**config.mk**
```make
export PLATFORM = sky130hd
export DESIGN_NAME = trace_unit_top
export DESIGN_NICKNAME = d
export VERILOG_FILES = /design/src/trace_pkg.sv /design/src/trace_capture.sv /design/src/trace_retire_buffer.sv /design/src/trace_stage_tracker.sv /design/src/trace_unit_top.sv
export VERILOG_INCLUDE_DIRS = /design/src
export SDC_FILE = /design/constraint.sdc
export NUM_CORES = 2
export LEC_CHECK = 0
export BUFFER_PORTS_ARGS = -buffer_cell sky130_fd_sc_hd__buf_4
export CORE_MARGIN = 3
export CORE_UTILIZATION = 66
export DETAILED_ROUTE_END_ITERATION = 12
export GPL_TIMING_DRIVEN = 1
export PLACE_DENSITY = 0.92
export SYNTH_ARGS = -nofsm -noshare
export SYNTH_HDL_FRONTEND = slang
export SYNTH_SLANG_ARGS = --single-unit
export TNS_END_PERCENT = 5
```
**constraint.sdc**
```tcl
create_clock -name clk_i -period 21.4 [get_ports clk_i]
set_input_delay 1.07 -clock clk_i [delete_from_list [all_inputs] [get_ports clk_i]]
set_output_delay 1.07 -clock clk_i [all_outputs]
set_load 0.02 [all_outputs]
```
**src/trace_macros.svh**
```systemverilog
/* Trace unit constants
   Buffer depth, data widths and the encodings the tracer classifies on */
`ifndef TRACE_MACROS_SVH
`define TRACE_MACROS_SVH

// Ring buffer of pending records
`define TRACE_DEPTH 8
`define TRACE_TAG_W $clog2(`TRACE_DEPTH)

// Data, address and register index widths
`define TRACE_XLEN 32
`define TRACE_REG_AW 6

// Major opcodes
`define TRACE_OPC_LOAD 7'b0000011
`define TRACE_OPC_FP 7'b1010011

// Instructions that take one extra writeback cycle
`define TRACE_INSN_MRET 32'h3020_0073
`define TRACE_INSN_URET 32'h0020_0073
`define TRACE_INSN_EBREAK 32'h0010_0073
`define TRACE_INSN_CEBREAK 16'h9002

// Stage slots in the tag and flag vectors
`define TRACE_STAGES 4
`define TRACE_STG_EX 0
`define TRACE_STG_EXD 1
`define TRACE_STG_WB 2
`define TRACE_STG_WBD 3
`define TRACE_MARKS 3

`endif

```
**src/trace_pkg.sv**
```systemverilog
/* Trace unit types
   Pipeline event bundles, retire records and annotation strobes */
`include "trace_macros.svh"

package trace_pkg;

  typedef logic [`TRACE_TAG_W-1:0] tag_t;

  // ------------------------------
  // Core strobes
  // ------------------------------
  typedef struct packed {
    logic                   valid;
    logic                   illegal;
    logic                   compressed;
    logic [`TRACE_XLEN-1:0] pc;
    logic [`TRACE_XLEN-1:0] instr;
  } decode_evt_t;

  typedef struct packed {
    logic                     valid;
    logic                     misaligned;
    logic                     wb_bypass;
    logic                     apu_en;
    logic                     apu_rvalid;
    logic                     reg_we;
    logic [`TRACE_REG_AW-1:0] reg_addr;
    logic [`TRACE_XLEN-1:0]   reg_wdata;
  } ex_evt_t;

  typedef struct packed {
    logic                   req;
    logic                   gnt;
    logic                   we;
    logic [`TRACE_XLEN-1:0] addr;
    logic [`TRACE_XLEN-1:0] wdata;
  } mem_evt_t;

  typedef struct packed {
    logic                     valid;
    logic                     reg_we;
    logic [`TRACE_REG_AW-1:0] reg_addr;
    logic [`TRACE_XLEN-1:0]   reg_wdata;
  } wb_evt_t;

  // ------------------------------
  // Records and annotations
  // ------------------------------
  typedef struct packed {
    logic [`TRACE_XLEN-1:0]   pc;
    logic [`TRACE_XLEN-1:0]   instr;
    logic                     compressed;
    logic                     is_load;
    logic                     is_apu;
    logic                     delay_class;
    logic                     wb_bypass;
    logic                     misaligned;
    logic                     reg_valid;
    logic [`TRACE_REG_AW-1:0] reg_addr;
    logic [`TRACE_XLEN-1:0]   reg_data;
    logic                     mem_valid;
    logic                     mem_we;
    logic [`TRACE_XLEN-1:0]   mem_addr;
    logic [`TRACE_XLEN-1:0]   mem_wdata;
  } trace_rec_t;

  typedef enum logic [2:0] {
    ANNOT_REG,
    ANNOT_MEM,
    ANNOT_BYPASS,
    ANNOT_MISAL,
    ANNOT_RETIRE
  } annot_kind_e;

  typedef struct packed {
    logic                     valid;
    annot_kind_e              kind;
    tag_t                     tag;
    logic [`TRACE_REG_AW-1:0] reg_addr;
    logic [`TRACE_XLEN-1:0]   reg_data;
    logic                     mem_we;
    logic [`TRACE_XLEN-1:0]   mem_addr;
    logic [`TRACE_XLEN-1:0]   mem_wdata;
  } annot_t;

  // Per-stage record flags returned by the buffer
  typedef struct packed {
    logic is_load;
    logic is_apu;
    logic delay_class;
    logic reg_valid;
  } stage_flags_t;

endpackage

```
**src/trace_capture.sv**
```systemverilog
/* Trace capture
   Qualifies legal decodes, classifies them and allocates a buffer slot */
`timescale 1ns/10ps
`include "trace_macros.svh"

module trace_capture (
  input  logic                  clk_i,
  input  logic                  rst_n,
  input  trace_pkg::decode_evt_t decode_i,
  output logic                  new_valid_o,
  output trace_pkg::tag_t       new_tag_o,
  output trace_pkg::trace_rec_t new_rec_o
);

  trace_pkg::tag_t alloc_q;
  logic [6:0]      opcode;
  logic            c_load;

  assign new_valid_o = decode_i.valid && !decode_i.illegal;
  assign new_tag_o   = alloc_q;
  assign opcode      = decode_i.instr[6:0];

  // c.lw and c.lwsp
  assign c_load = (decode_i.instr[15:13] == 3'b010) &&
                  ((decode_i.instr[1:0] == 2'b00) || (decode_i.instr[1:0] == 2'b10));

  // ------------------------------
  // Record build
  // ------------------------------
  always_comb begin
    new_rec_o            = '0;
    new_rec_o.pc         = decode_i.pc;
    new_rec_o.instr      = decode_i.instr;
    new_rec_o.compressed = decode_i.compressed;
    if (decode_i.compressed) begin
      new_rec_o.is_load     = c_load;
      new_rec_o.delay_class = (decode_i.instr[15:0] == `TRACE_INSN_CEBREAK);
    end else begin
      new_rec_o.is_load     = (opcode == `TRACE_OPC_LOAD);
      new_rec_o.is_apu      = (opcode == `TRACE_OPC_FP);
      new_rec_o.delay_class = (decode_i.instr == `TRACE_INSN_MRET) ||
                              (decode_i.instr == `TRACE_INSN_URET) ||
                              (decode_i.instr == `TRACE_INSN_EBREAK);
    end
  end

  // One slot allocated per legal decode
  always_ff @(posedge clk_i or negedge rst_n) begin
    if (!rst_n) begin
      alloc_q <= '0;
    end else if (new_valid_o) begin
      if (alloc_q == trace_pkg::tag_t'(`TRACE_DEPTH - 1)) begin
        alloc_q <= '0;
      end else begin
        alloc_q <= alloc_q + 1'b1;
      end
    end
  end

endmodule

```
**src/trace_retire_buffer.sv**
```systemverilog
/* Trace retire buffer
   Ring of pending records, merges annotations and drains retired heads in order */
`timescale 1ns/10ps
`include "trace_macros.svh"

module trace_retire_buffer (
  input  logic                                        clk_i,
  input  logic                                        rst_n,
  input  logic                                        new_valid_i,
  input  trace_pkg::tag_t                             new_tag_i,
  input  trace_pkg::trace_rec_t                       new_rec_i,
  input  trace_pkg::annot_t                           annot_ex_i,
  input  trace_pkg::annot_t                           annot_wb_i,
  input  trace_pkg::annot_t                           annot_mem_i,
  input  trace_pkg::annot_t [`TRACE_MARKS-1:0]         annot_mark_i,
  input  trace_pkg::tag_t [`TRACE_STAGES-1:0]          stage_tags_i,
  output trace_pkg::stage_flags_t [`TRACE_STAGES-1:0] stage_flags_o,
  output trace_pkg::trace_rec_t                       trace_o,
  output logic                                        trace_valid_o,
  output logic                                        overflow_o
);

  localparam int NumAnnot = `TRACE_MARKS + 3;

  trace_pkg::trace_rec_t      rec_q [`TRACE_DEPTH];
  logic [`TRACE_DEPTH-1:0]    busy_q, retired_q;
  trace_pkg::tag_t            head_q;
  logic                       overflow_q, trace_valid_q;
  trace_pkg::trace_rec_t      trace_q;
  trace_pkg::annot_t          annots [NumAnnot];
  logic                       alloc_ok, drain;

  assign alloc_ok      = new_valid_i && !busy_q[new_tag_i];
  assign drain         = busy_q[head_q] && retired_q[head_q];
  assign trace_o       = trace_q;
  assign trace_valid_o = trace_valid_q;
  assign overflow_o    = overflow_q;

  // Later entries win on the same field
  always_comb begin
    annots[0] = annot_ex_i;
    annots[1] = annot_wb_i;
    annots[2] = annot_mem_i;
    for (int i = 0; i < `TRACE_MARKS; i++) begin
      annots[3+i] = annot_mark_i[i];
    end
  end

  always_comb begin
    for (int s = 0; s < `TRACE_STAGES; s++) begin
      stage_flags_o[s].is_load     = rec_q[stage_tags_i[s]].is_load;
      stage_flags_o[s].is_apu      = rec_q[stage_tags_i[s]].is_apu;
      stage_flags_o[s].delay_class = rec_q[stage_tags_i[s]].delay_class;
      stage_flags_o[s].reg_valid   = rec_q[stage_tags_i[s]].reg_valid;
    end
  end

  // ------------------------------
  // Record storage
  // ------------------------------
  always_ff @(posedge clk_i) begin
    if (alloc_ok) begin
      rec_q[new_tag_i] <= new_rec_i;
    end
    for (int i = 0; i < NumAnnot; i++) begin
      if (annots[i].valid) begin
        case (annots[i].kind)
          trace_pkg::ANNOT_REG: begin
            rec_q[annots[i].tag].reg_valid <= 1'b1;
            rec_q[annots[i].tag].reg_addr  <= annots[i].reg_addr;
            rec_q[annots[i].tag].reg_data  <= annots[i].reg_data;
          end
          trace_pkg::ANNOT_MEM: begin
            // First access only
            if (!rec_q[annots[i].tag].mem_valid) begin
              rec_q[annots[i].tag].mem_valid <= 1'b1;
              rec_q[annots[i].tag].mem_we    <= annots[i].mem_we;
              rec_q[annots[i].tag].mem_addr  <= annots[i].mem_addr;
              rec_q[annots[i].tag].mem_wdata <= annots[i].mem_we ? annots[i].mem_wdata : '0;
            end
          end
          trace_pkg::ANNOT_BYPASS: rec_q[annots[i].tag].wb_bypass <= 1'b1;
          trace_pkg::ANNOT_MISAL:  rec_q[annots[i].tag].misaligned <= 1'b1;
          default: ;
        endcase
      end
    end
  end

  always_ff @(posedge clk_i) begin
    if (drain) begin
      trace_q <= rec_q[head_q];
    end
  end

  // ------------------------------
  // Slot state and drain
  // ------------------------------
  always_ff @(posedge clk_i or negedge rst_n) begin
    if (!rst_n) begin
      busy_q        <= '0;
      retired_q     <= '0;
      head_q        <= '0;
      overflow_q    <= 1'b0;
      trace_valid_q <= 1'b0;
    end else begin
      trace_valid_q <= drain;
      if (drain) begin
        busy_q[head_q]    <= 1'b0;
        retired_q[head_q] <= 1'b0;
        if (head_q == trace_pkg::tag_t'(`TRACE_DEPTH - 1)) begin
          head_q <= '0;
        end else begin
          head_q <= head_q + 1'b1;
        end
      end
      if (alloc_ok) begin
        busy_q[new_tag_i]    <= 1'b1;
        retired_q[new_tag_i] <= 1'b0;
      end
      // Sticky until reset
      if (new_valid_i && busy_q[new_tag_i]) begin
        overflow_q <= 1'b1;
      end
      for (int i = 0; i < `TRACE_MARKS; i++) begin
        if (annot_mark_i[i].valid && (annot_mark_i[i].kind == trace_pkg::ANNOT_RETIRE ||
                                      annot_mark_i[i].kind == trace_pkg::ANNOT_BYPASS)) begin
          retired_q[annot_mark_i[i].tag] <= 1'b1;
        end
      end
    end
  end

  // Allocation runs into a busy slot only once every slot is pending
  a_alloc_only_when_full: assert property (@(posedge clk_i) disable iff (!rst_n || overflow_q)
    new_valid_i && busy_q[new_tag_i] |-> &busy_q);

  for (genvar m = 0; m < `TRACE_MARKS; m++) begin : g_mark_chk
    a_mark_hits_busy: assert property (@(posedge clk_i) disable iff (!rst_n)
      annot_mark_i[m].valid |-> busy_q[annot_mark_i[m].tag]);
  end

endmodule

```
**src/trace_stage_tracker.sv**
```systemverilog
/* Trace stage tracker
   Follows record tags through EX, EX delay, WB and WB delay and attributes
   register writes, memory accesses and retirement to them */
`timescale 1ns/10ps
`include "trace_macros.svh"

module trace_stage_tracker (
  input  logic                                       clk_i,
  input  logic                                       rst_n,
  input  logic                                       new_valid_i,
  input  trace_pkg::tag_t                            new_tag_i,
  input  trace_pkg::ex_evt_t                         ex_i,
  input  trace_pkg::mem_evt_t                        mem_i,
  input  trace_pkg::wb_evt_t                         wb_i,
  input  trace_pkg::stage_flags_t [`TRACE_STAGES-1:0] stage_flags_i,
  output trace_pkg::annot_t                          annot_ex_o,
  output trace_pkg::annot_t                          annot_wb_o,
  output trace_pkg::annot_t                          annot_mem_o,
  output trace_pkg::annot_t [`TRACE_MARKS-1:0]        annot_mark_o,
  output trace_pkg::tag_t [`TRACE_STAGES-1:0]         stage_tags_o
);

  logic            ex_occ_q, exd_occ_q, wb_occ_q, wbd_occ_q;
  trace_pkg::tag_t ex_tag_q, exd_tag_q, wb_tag_q, wbd_tag_q;

  trace_pkg::stage_flags_t fl_exd, fl_wb;

  logic wb_leave, wb_to_wbd, wb_retire;
  logic exd_to_wb;
  logic ex_misal, ex_bypass, ex_to_exd, ex_to_wb, ex_clear;
  logic ex_port_ok, exd_takes_ex;

  assign fl_exd = stage_flags_i[`TRACE_STG_EXD];
  assign fl_wb  = stage_flags_i[`TRACE_STG_WB];

  assign stage_tags_o[`TRACE_STG_EX]  = ex_tag_q;
  assign stage_tags_o[`TRACE_STG_EXD] = exd_tag_q;
  assign stage_tags_o[`TRACE_STG_WB]  = wb_tag_q;
  assign stage_tags_o[`TRACE_STG_WBD] = wbd_tag_q;

  function automatic trace_pkg::annot_t mk_annot(logic valid, trace_pkg::annot_kind_e kind,
                                                 trace_pkg::tag_t tag);
    trace_pkg::annot_t a;
    a       = '0;
    a.valid = valid;
    a.kind  = kind;
    a.tag   = tag;
    return a;
  endfunction

  // ------------------------------
  // Stage moves
  // ------------------------------
  always_comb begin
    wb_leave  = wb_occ_q && wb_i.valid;
    wb_to_wbd = wb_leave && fl_wb.delay_class;
    wb_retire = wb_leave && !fl_wb.delay_class;

    // Non-APU instructions leave EX delay at once
    exd_to_wb = exd_occ_q && (ex_i.apu_rvalid || !fl_exd.is_apu);

    ex_misal  = 1'b0;
    ex_bypass = 1'b0;
    ex_to_exd = 1'b0;
    ex_to_wb  = 1'b0;
    if (ex_occ_q && ex_i.valid && ex_i.misaligned) begin
      ex_misal = 1'b1;
    end else if (ex_occ_q && ex_i.wb_bypass) begin
      ex_bypass = 1'b1;
    end else if (ex_occ_q && ex_i.apu_en && !ex_i.apu_rvalid) begin
      ex_to_exd = 1'b1;
    end else if (ex_occ_q && ex_i.valid) begin
      // WB port already taken by EX delay
      if (exd_to_wb) begin
        ex_to_exd = 1'b1;
      end else begin
        ex_to_wb = 1'b1;
      end
    end
    ex_clear = ex_bypass || ex_to_exd || ex_to_wb;
  end

  // ------------------------------
  // Attribution
  // ------------------------------
  assign ex_port_ok   = ex_i.reg_we && (ex_i.valid || !wb_i.valid || ex_i.apu_rvalid);
  assign exd_takes_ex = exd_occ_q && !fl_exd.reg_valid && !fl_exd.is_load &&
                        (fl_exd.is_apu ? ex_i.apu_rvalid : (ex_i.valid || !wb_i.valid));

  always_comb begin
    annot_ex_o = mk_annot(ex_port_ok && (exd_takes_ex || ex_occ_q), trace_pkg::ANNOT_REG,
                          exd_takes_ex ? exd_tag_q : ex_tag_q);
    annot_ex_o.reg_addr = ex_i.reg_addr;
    annot_ex_o.reg_data = ex_i.reg_wdata;

    // Loads parked in EX delay own the WB port first
    if (wb_i.reg_we && exd_occ_q && fl_exd.is_load) begin
      annot_wb_o = mk_annot(1'b1, trace_pkg::ANNOT_REG, exd_tag_q);
    end else begin
      annot_wb_o = mk_annot(wb_i.reg_we && wb_occ_q && !fl_wb.reg_valid &&
                            (!fl_wb.is_load || wb_i.valid), trace_pkg::ANNOT_REG, wb_tag_q);
    end
    annot_wb_o.reg_addr = wb_i.reg_addr;
    annot_wb_o.reg_data = wb_i.reg_wdata;

    annot_mem_o = mk_annot(mem_i.req && mem_i.gnt && ex_occ_q, trace_pkg::ANNOT_MEM, ex_tag_q);
    annot_mem_o.mem_we    = mem_i.we;
    annot_mem_o.mem_addr  = mem_i.addr;
    annot_mem_o.mem_wdata = mem_i.wdata;

    annot_mark_o[0] = mk_annot(wbd_occ_q, trace_pkg::ANNOT_RETIRE, wbd_tag_q);
    annot_mark_o[1] = mk_annot(wb_retire, trace_pkg::ANNOT_RETIRE, wb_tag_q);
    annot_mark_o[2] = mk_annot(ex_misal || ex_bypass,
                               ex_misal ? trace_pkg::ANNOT_MISAL : trace_pkg::ANNOT_BYPASS,
                               ex_tag_q);
  end

  // ------------------------------
  // Stage registers
  // ------------------------------
  always_ff @(posedge clk_i or negedge rst_n) begin
    if (!rst_n) begin
      ex_occ_q  <= 1'b0;
      exd_occ_q <= 1'b0;
      wb_occ_q  <= 1'b0;
      wbd_occ_q <= 1'b0;
      ex_tag_q  <= '0;
      exd_tag_q <= '0;
      wb_tag_q  <= '0;
      wbd_tag_q <= '0;
    end else begin
      if (new_valid_i) begin
        ex_occ_q <= 1'b1;
        ex_tag_q <= new_tag_i;
      end else if (ex_clear) begin
        ex_occ_q <= 1'b0;
      end

      if (ex_to_exd) begin
        exd_occ_q <= 1'b1;
        exd_tag_q <= ex_tag_q;
      end else if (exd_to_wb) begin
        exd_occ_q <= 1'b0;
      end

      if (ex_to_wb) begin
        wb_occ_q <= 1'b1;
        wb_tag_q <= ex_tag_q;
      end else if (exd_to_wb) begin
        wb_occ_q <= 1'b1;
        wb_tag_q <= exd_tag_q;
      end else if (wb_leave) begin
        wb_occ_q <= 1'b0;
      end

      // WB delay always drains after one cycle
      wbd_occ_q <= wb_to_wbd;
      if (wb_to_wbd) begin
        wbd_tag_q <= wb_tag_q;
      end
    end
  end

  a_wb_valid_occupied: assert property (@(posedge clk_i) disable iff (!rst_n)
    wb_i.valid |-> wb_occ_q);

endmodule

```
**src/trace_unit_top.sv**
```systemverilog
/* Trace unit top
   Capture, stage tracking and the retire buffer of the instruction tracer */
`timescale 1ns/10ps
`include "trace_macros.svh"

module trace_unit_top (
  input  logic                   clk_i,
  input  logic                   rst_n,
  input  trace_pkg::decode_evt_t decode_i,
  input  trace_pkg::ex_evt_t     ex_i,
  input  trace_pkg::mem_evt_t    mem_i,
  input  trace_pkg::wb_evt_t     wb_i,
  output trace_pkg::trace_rec_t  trace_o,
  output logic                   trace_valid_o,
  output logic                   overflow_o
);

  logic                                        new_valid;
  trace_pkg::tag_t                             new_tag;
  trace_pkg::trace_rec_t                       new_rec;
  trace_pkg::annot_t                           annot_ex, annot_wb, annot_mem;
  trace_pkg::annot_t [`TRACE_MARKS-1:0]         annot_mark;
  trace_pkg::tag_t [`TRACE_STAGES-1:0]          stage_tags;
  trace_pkg::stage_flags_t [`TRACE_STAGES-1:0] stage_flags;

  trace_capture u_capture (
    .clk_i       (clk_i),
    .rst_n       (rst_n),
    .decode_i    (decode_i),
    .new_valid_o (new_valid),
    .new_tag_o   (new_tag),
    .new_rec_o   (new_rec)
  );

  trace_stage_tracker u_tracker (
    .clk_i         (clk_i),
    .rst_n         (rst_n),
    .new_valid_i   (new_valid),
    .new_tag_i     (new_tag),
    .ex_i          (ex_i),
    .mem_i         (mem_i),
    .wb_i          (wb_i),
    .stage_flags_i (stage_flags),
    .annot_ex_o    (annot_ex),
    .annot_wb_o    (annot_wb),
    .annot_mem_o   (annot_mem),
    .annot_mark_o  (annot_mark),
    .stage_tags_o  (stage_tags)
  );

  trace_retire_buffer u_buffer (
    .clk_i         (clk_i),
    .rst_n         (rst_n),
    .new_valid_i   (new_valid),
    .new_tag_i     (new_tag),
    .new_rec_i     (new_rec),
    .annot_ex_i    (annot_ex),
    .annot_wb_i    (annot_wb),
    .annot_mem_i   (annot_mem),
    .annot_mark_i  (annot_mark),
    .stage_tags_i  (stage_tags),
    .stage_flags_o (stage_flags),
    .trace_o       (trace_o),
    .trace_valid_o (trace_valid_o),
    .overflow_o    (overflow_o)
  );

endmodule
```
==> results.cfg <==
[power_and_ir_drop]
switchingPower_mw = 3.63
p_sw_share_pct = 35.2
ir_drop_mv = 0.156
p_clk_share_pct = 26.9
power.total_mw = 10.3
p_comb_share_pct = 30.4
seq_power_share_pct = 42.7
p_int_mw = 6.68
cellPowerDensity_nw_per_um2 = 126
p_leak_nw = 29.0

[logic_synthesis]
async_reset_ff_share_pct = 2.48
ys_seq_area_share_pct = 65.8
syn_area_um2 = 72900
synth_top_area_share_pct = 63.6
synth_fp_nets = 5479
ys_ff_latch = 1615
yosysWarnings = 0
yosys_most_used_dff = edfxtp_1
synth.most_common_cell = edfxtp_1
synthTopCellsByArea = edfxtp_1, mux2_2, mux2i_1
yosys.area.top_type = edfxtp_1
syn_inst = 5255
synth-edff-count = 1543
synth_cell_types = 64
synthTopCellsByCount = edfxtp_1, nand2_1, mux2i_1
syn-mean-instance-area_um2 = 13.9

[grt]
grt_max_degree = 155
grt-ovfl-total = 0
first_global_vias = 50670
gr-usage-all-layers_pct = 38.0
antenna_found_initial = 46
grt_pass1_wl_um = 325000

[critical_path]
path_class = primary input to register
rr_startpoint = u_capture.new_tag_o[2]
crit_path_start_kind = primary input
crit_required_ns = 21.80
crit_path_start = decode_i[65]
critPathCaptureType = register
crit_arrival_ns = 5.51
path_max_fanout = 36

[cts]
post-cts-setup-buffers = 0
cts_buffers = 157
ctsResizeCount = 0
clkTransAtPathRegs_ns = 0.06
root_buffer = clkbuf_16
cts_buffer_depth = 3
cts_hold_buf = 0
cts_sinks = 1615
cts_tree = yes
clock_latency_ns = 0.79
htree_levels = 4

[routing]
drtAntennaViolNets = 0
vias_per_cell = 7.19
wl_met1_um = 72900
drtIter0Drc = 9378
postRouteWirelength_um = 224000
met3_length_um = 34400
dr.pass1.iters = 8
dr_wl_met2_um = 104000
vias = 50806
drc = 0
dr.max_layer_used = met5
post_drt_wl_per_cell_um = 31.6

[timing]
max_freq_mhz = 196
skew_ns = 0.0318
hold_ws_ns = 0.288
post-route-period-util_pct = 23.9
rsz0062_at_grt = no
final-hold-violation-count = 0
slew_headroom_pct = 14.9
setup_tns_ns = 0
worst_slew_pin_slew_ns = 1.27
setup_viol = 0
finalMaxSlewViolations = 0
period_needed_ns = 5.11

[flow_run]
drv_cap = 0

[hold_path]
hold_class = primary input to asynchronous set/reset pin

[placed_design]
gp_congestion = 0.886
dp_hpwl_um = 116000
numPortBuffers = 396

[final_layout]
nFillCells = 5954
multi_input_area_um2 = 23300
syn_to_final_growth_pct = 12.6
seq_area_um2 = 48000
nets = 5648
final_layout_size_suffix_gt1_share_pct = 22.0

[floorplanning]
die_w_um = 338
die-area_um2 = 114000
die_h_um = 338
coreArea_um2 = 109000
num_rows = 121
pin_count = 397
start_util_pct = 66.8

[run_status]
run_status = completed
[sequential cells by signal, summed over array words and instances (netlist names)]
register	flops
u_buffer.rec_q	1400
u_capture.new_tag_o	3
u_buffer.trace_o	175
u_tracker.ex_occ_q	1
u_tracker.wbd_tag_q	3
u_tracker.wb_tag_q	3
u_buffer.overflow_o	1
u_buffer.busy_q	8
u_tracker.wbd_occ_q	1
u_tracker.exd_tag_q	3
u_tracker.ex_tag_q	3
u_buffer.trace_valid_o	1
u_tracker.wb_occ_q	1
u_buffer.head_q	3
u_buffer.retired_q	8
u_tracker.exd_occ_q	1
[placed cells by master (no fill, tap or decap), types with 91 or more instances in the layout]
cell,n
a21oi_1,92
a22oi_1,273
and2_1,267
and3_1,261
buf_4,493
clkbuf_16,160
edfxtp_1,1543
mux2_2,383
mux2i_1,430
nand2_1,713
nor2_1,91
[power by group through the flow]
stage	sequential, mW	clock, mW	combinational, mW
2_1_floorplan	4.57	0	1.66
3_3_place_gp	4.42	0	2.90
3_5_place_dp	4.44	0	3.00
4_1_cts	4.39	2.76	3.04
5_1_grt	4.43	2.89	3.23
6_report	4.41	2.77	3.13
[area by class of cell]
cell class	count	area share, %
clock inverters	88	1.04
clock buffers	199	5.11
repair buffers	494	4.54
flip-flops and latches	1615	58.5
inverters	15	0.0808
multi-input cells	3141	28.4
well taps	1476	2.25
diodes	42	0.128
[through the flow]
step	setup slack [ns]	utilization (%)	std cells	area (µm²)
3_5_place_dp	15.70	70.4	6741	76900
3_3_place_gp	15.90	70.4	6741	76900
4_1_cts	16.46	75.1	7028	81900
5_1_grt	16.17	75.1	7058	82000
6_report	16.29	75.2	7070	82000
2_1_floorplan	14.18	-	5255	72900
[worst paths after layout]
| path | endpoint | slack, ns | cells after the start |
|---|---|---|---|
| max reg2reg | u_buffer.rec_q[1][58] | 16.36 | 7 |
| max in group asynchronous | u_buffer.head_q[2] | 20.70 | 1 |
| min in group clk_i | u_buffer.rec_q[7][106] | 0.45 | 2 |
| max | u_buffer.rec_q[1][58] | 16.29 | 8 |
| min | u_buffer.overflow_o | 0.29 | 1 |
| min reg2reg | u_buffer.rec_q[7][106] | 0.45 | 2 |
[worst max-delay path: stages]
cell,delay [ns]
buf_4,0.11
nor2b_1,0.62
nand2b_1,0.13
a2111oi_0,0.93
nand2_1,0.57
clkinv_2,0.78
or2_4,0.63
buf_4,0.62
[layer usage]
metal  vias up  track usage (%)
met1     24379             48.8
met4        22             21.9
met5         -                0
met2      5128             58.4
met3       902             11.0
li1      20375                -
[logic make-up (layout without fill, tap and decap cells)]
kind of cell             count (synthesis)  after routing  synth area share, %
AND/OR/NAND/NOR                       1555           1555                 10.5
buffers and inverters                  499            796                 2.78
adder cells (fa/ha/maj)                  4              4               0.0687
multiplexers                           882            882                 13.6
XOR/XNOR                                 1              1               0.0120
AO/OA/AOI/OAI                          699            699                 7.26
other                                    0             42                    0
flip-flops                            1615           1615                 65.8
Power figures use the tool's default switching activity.
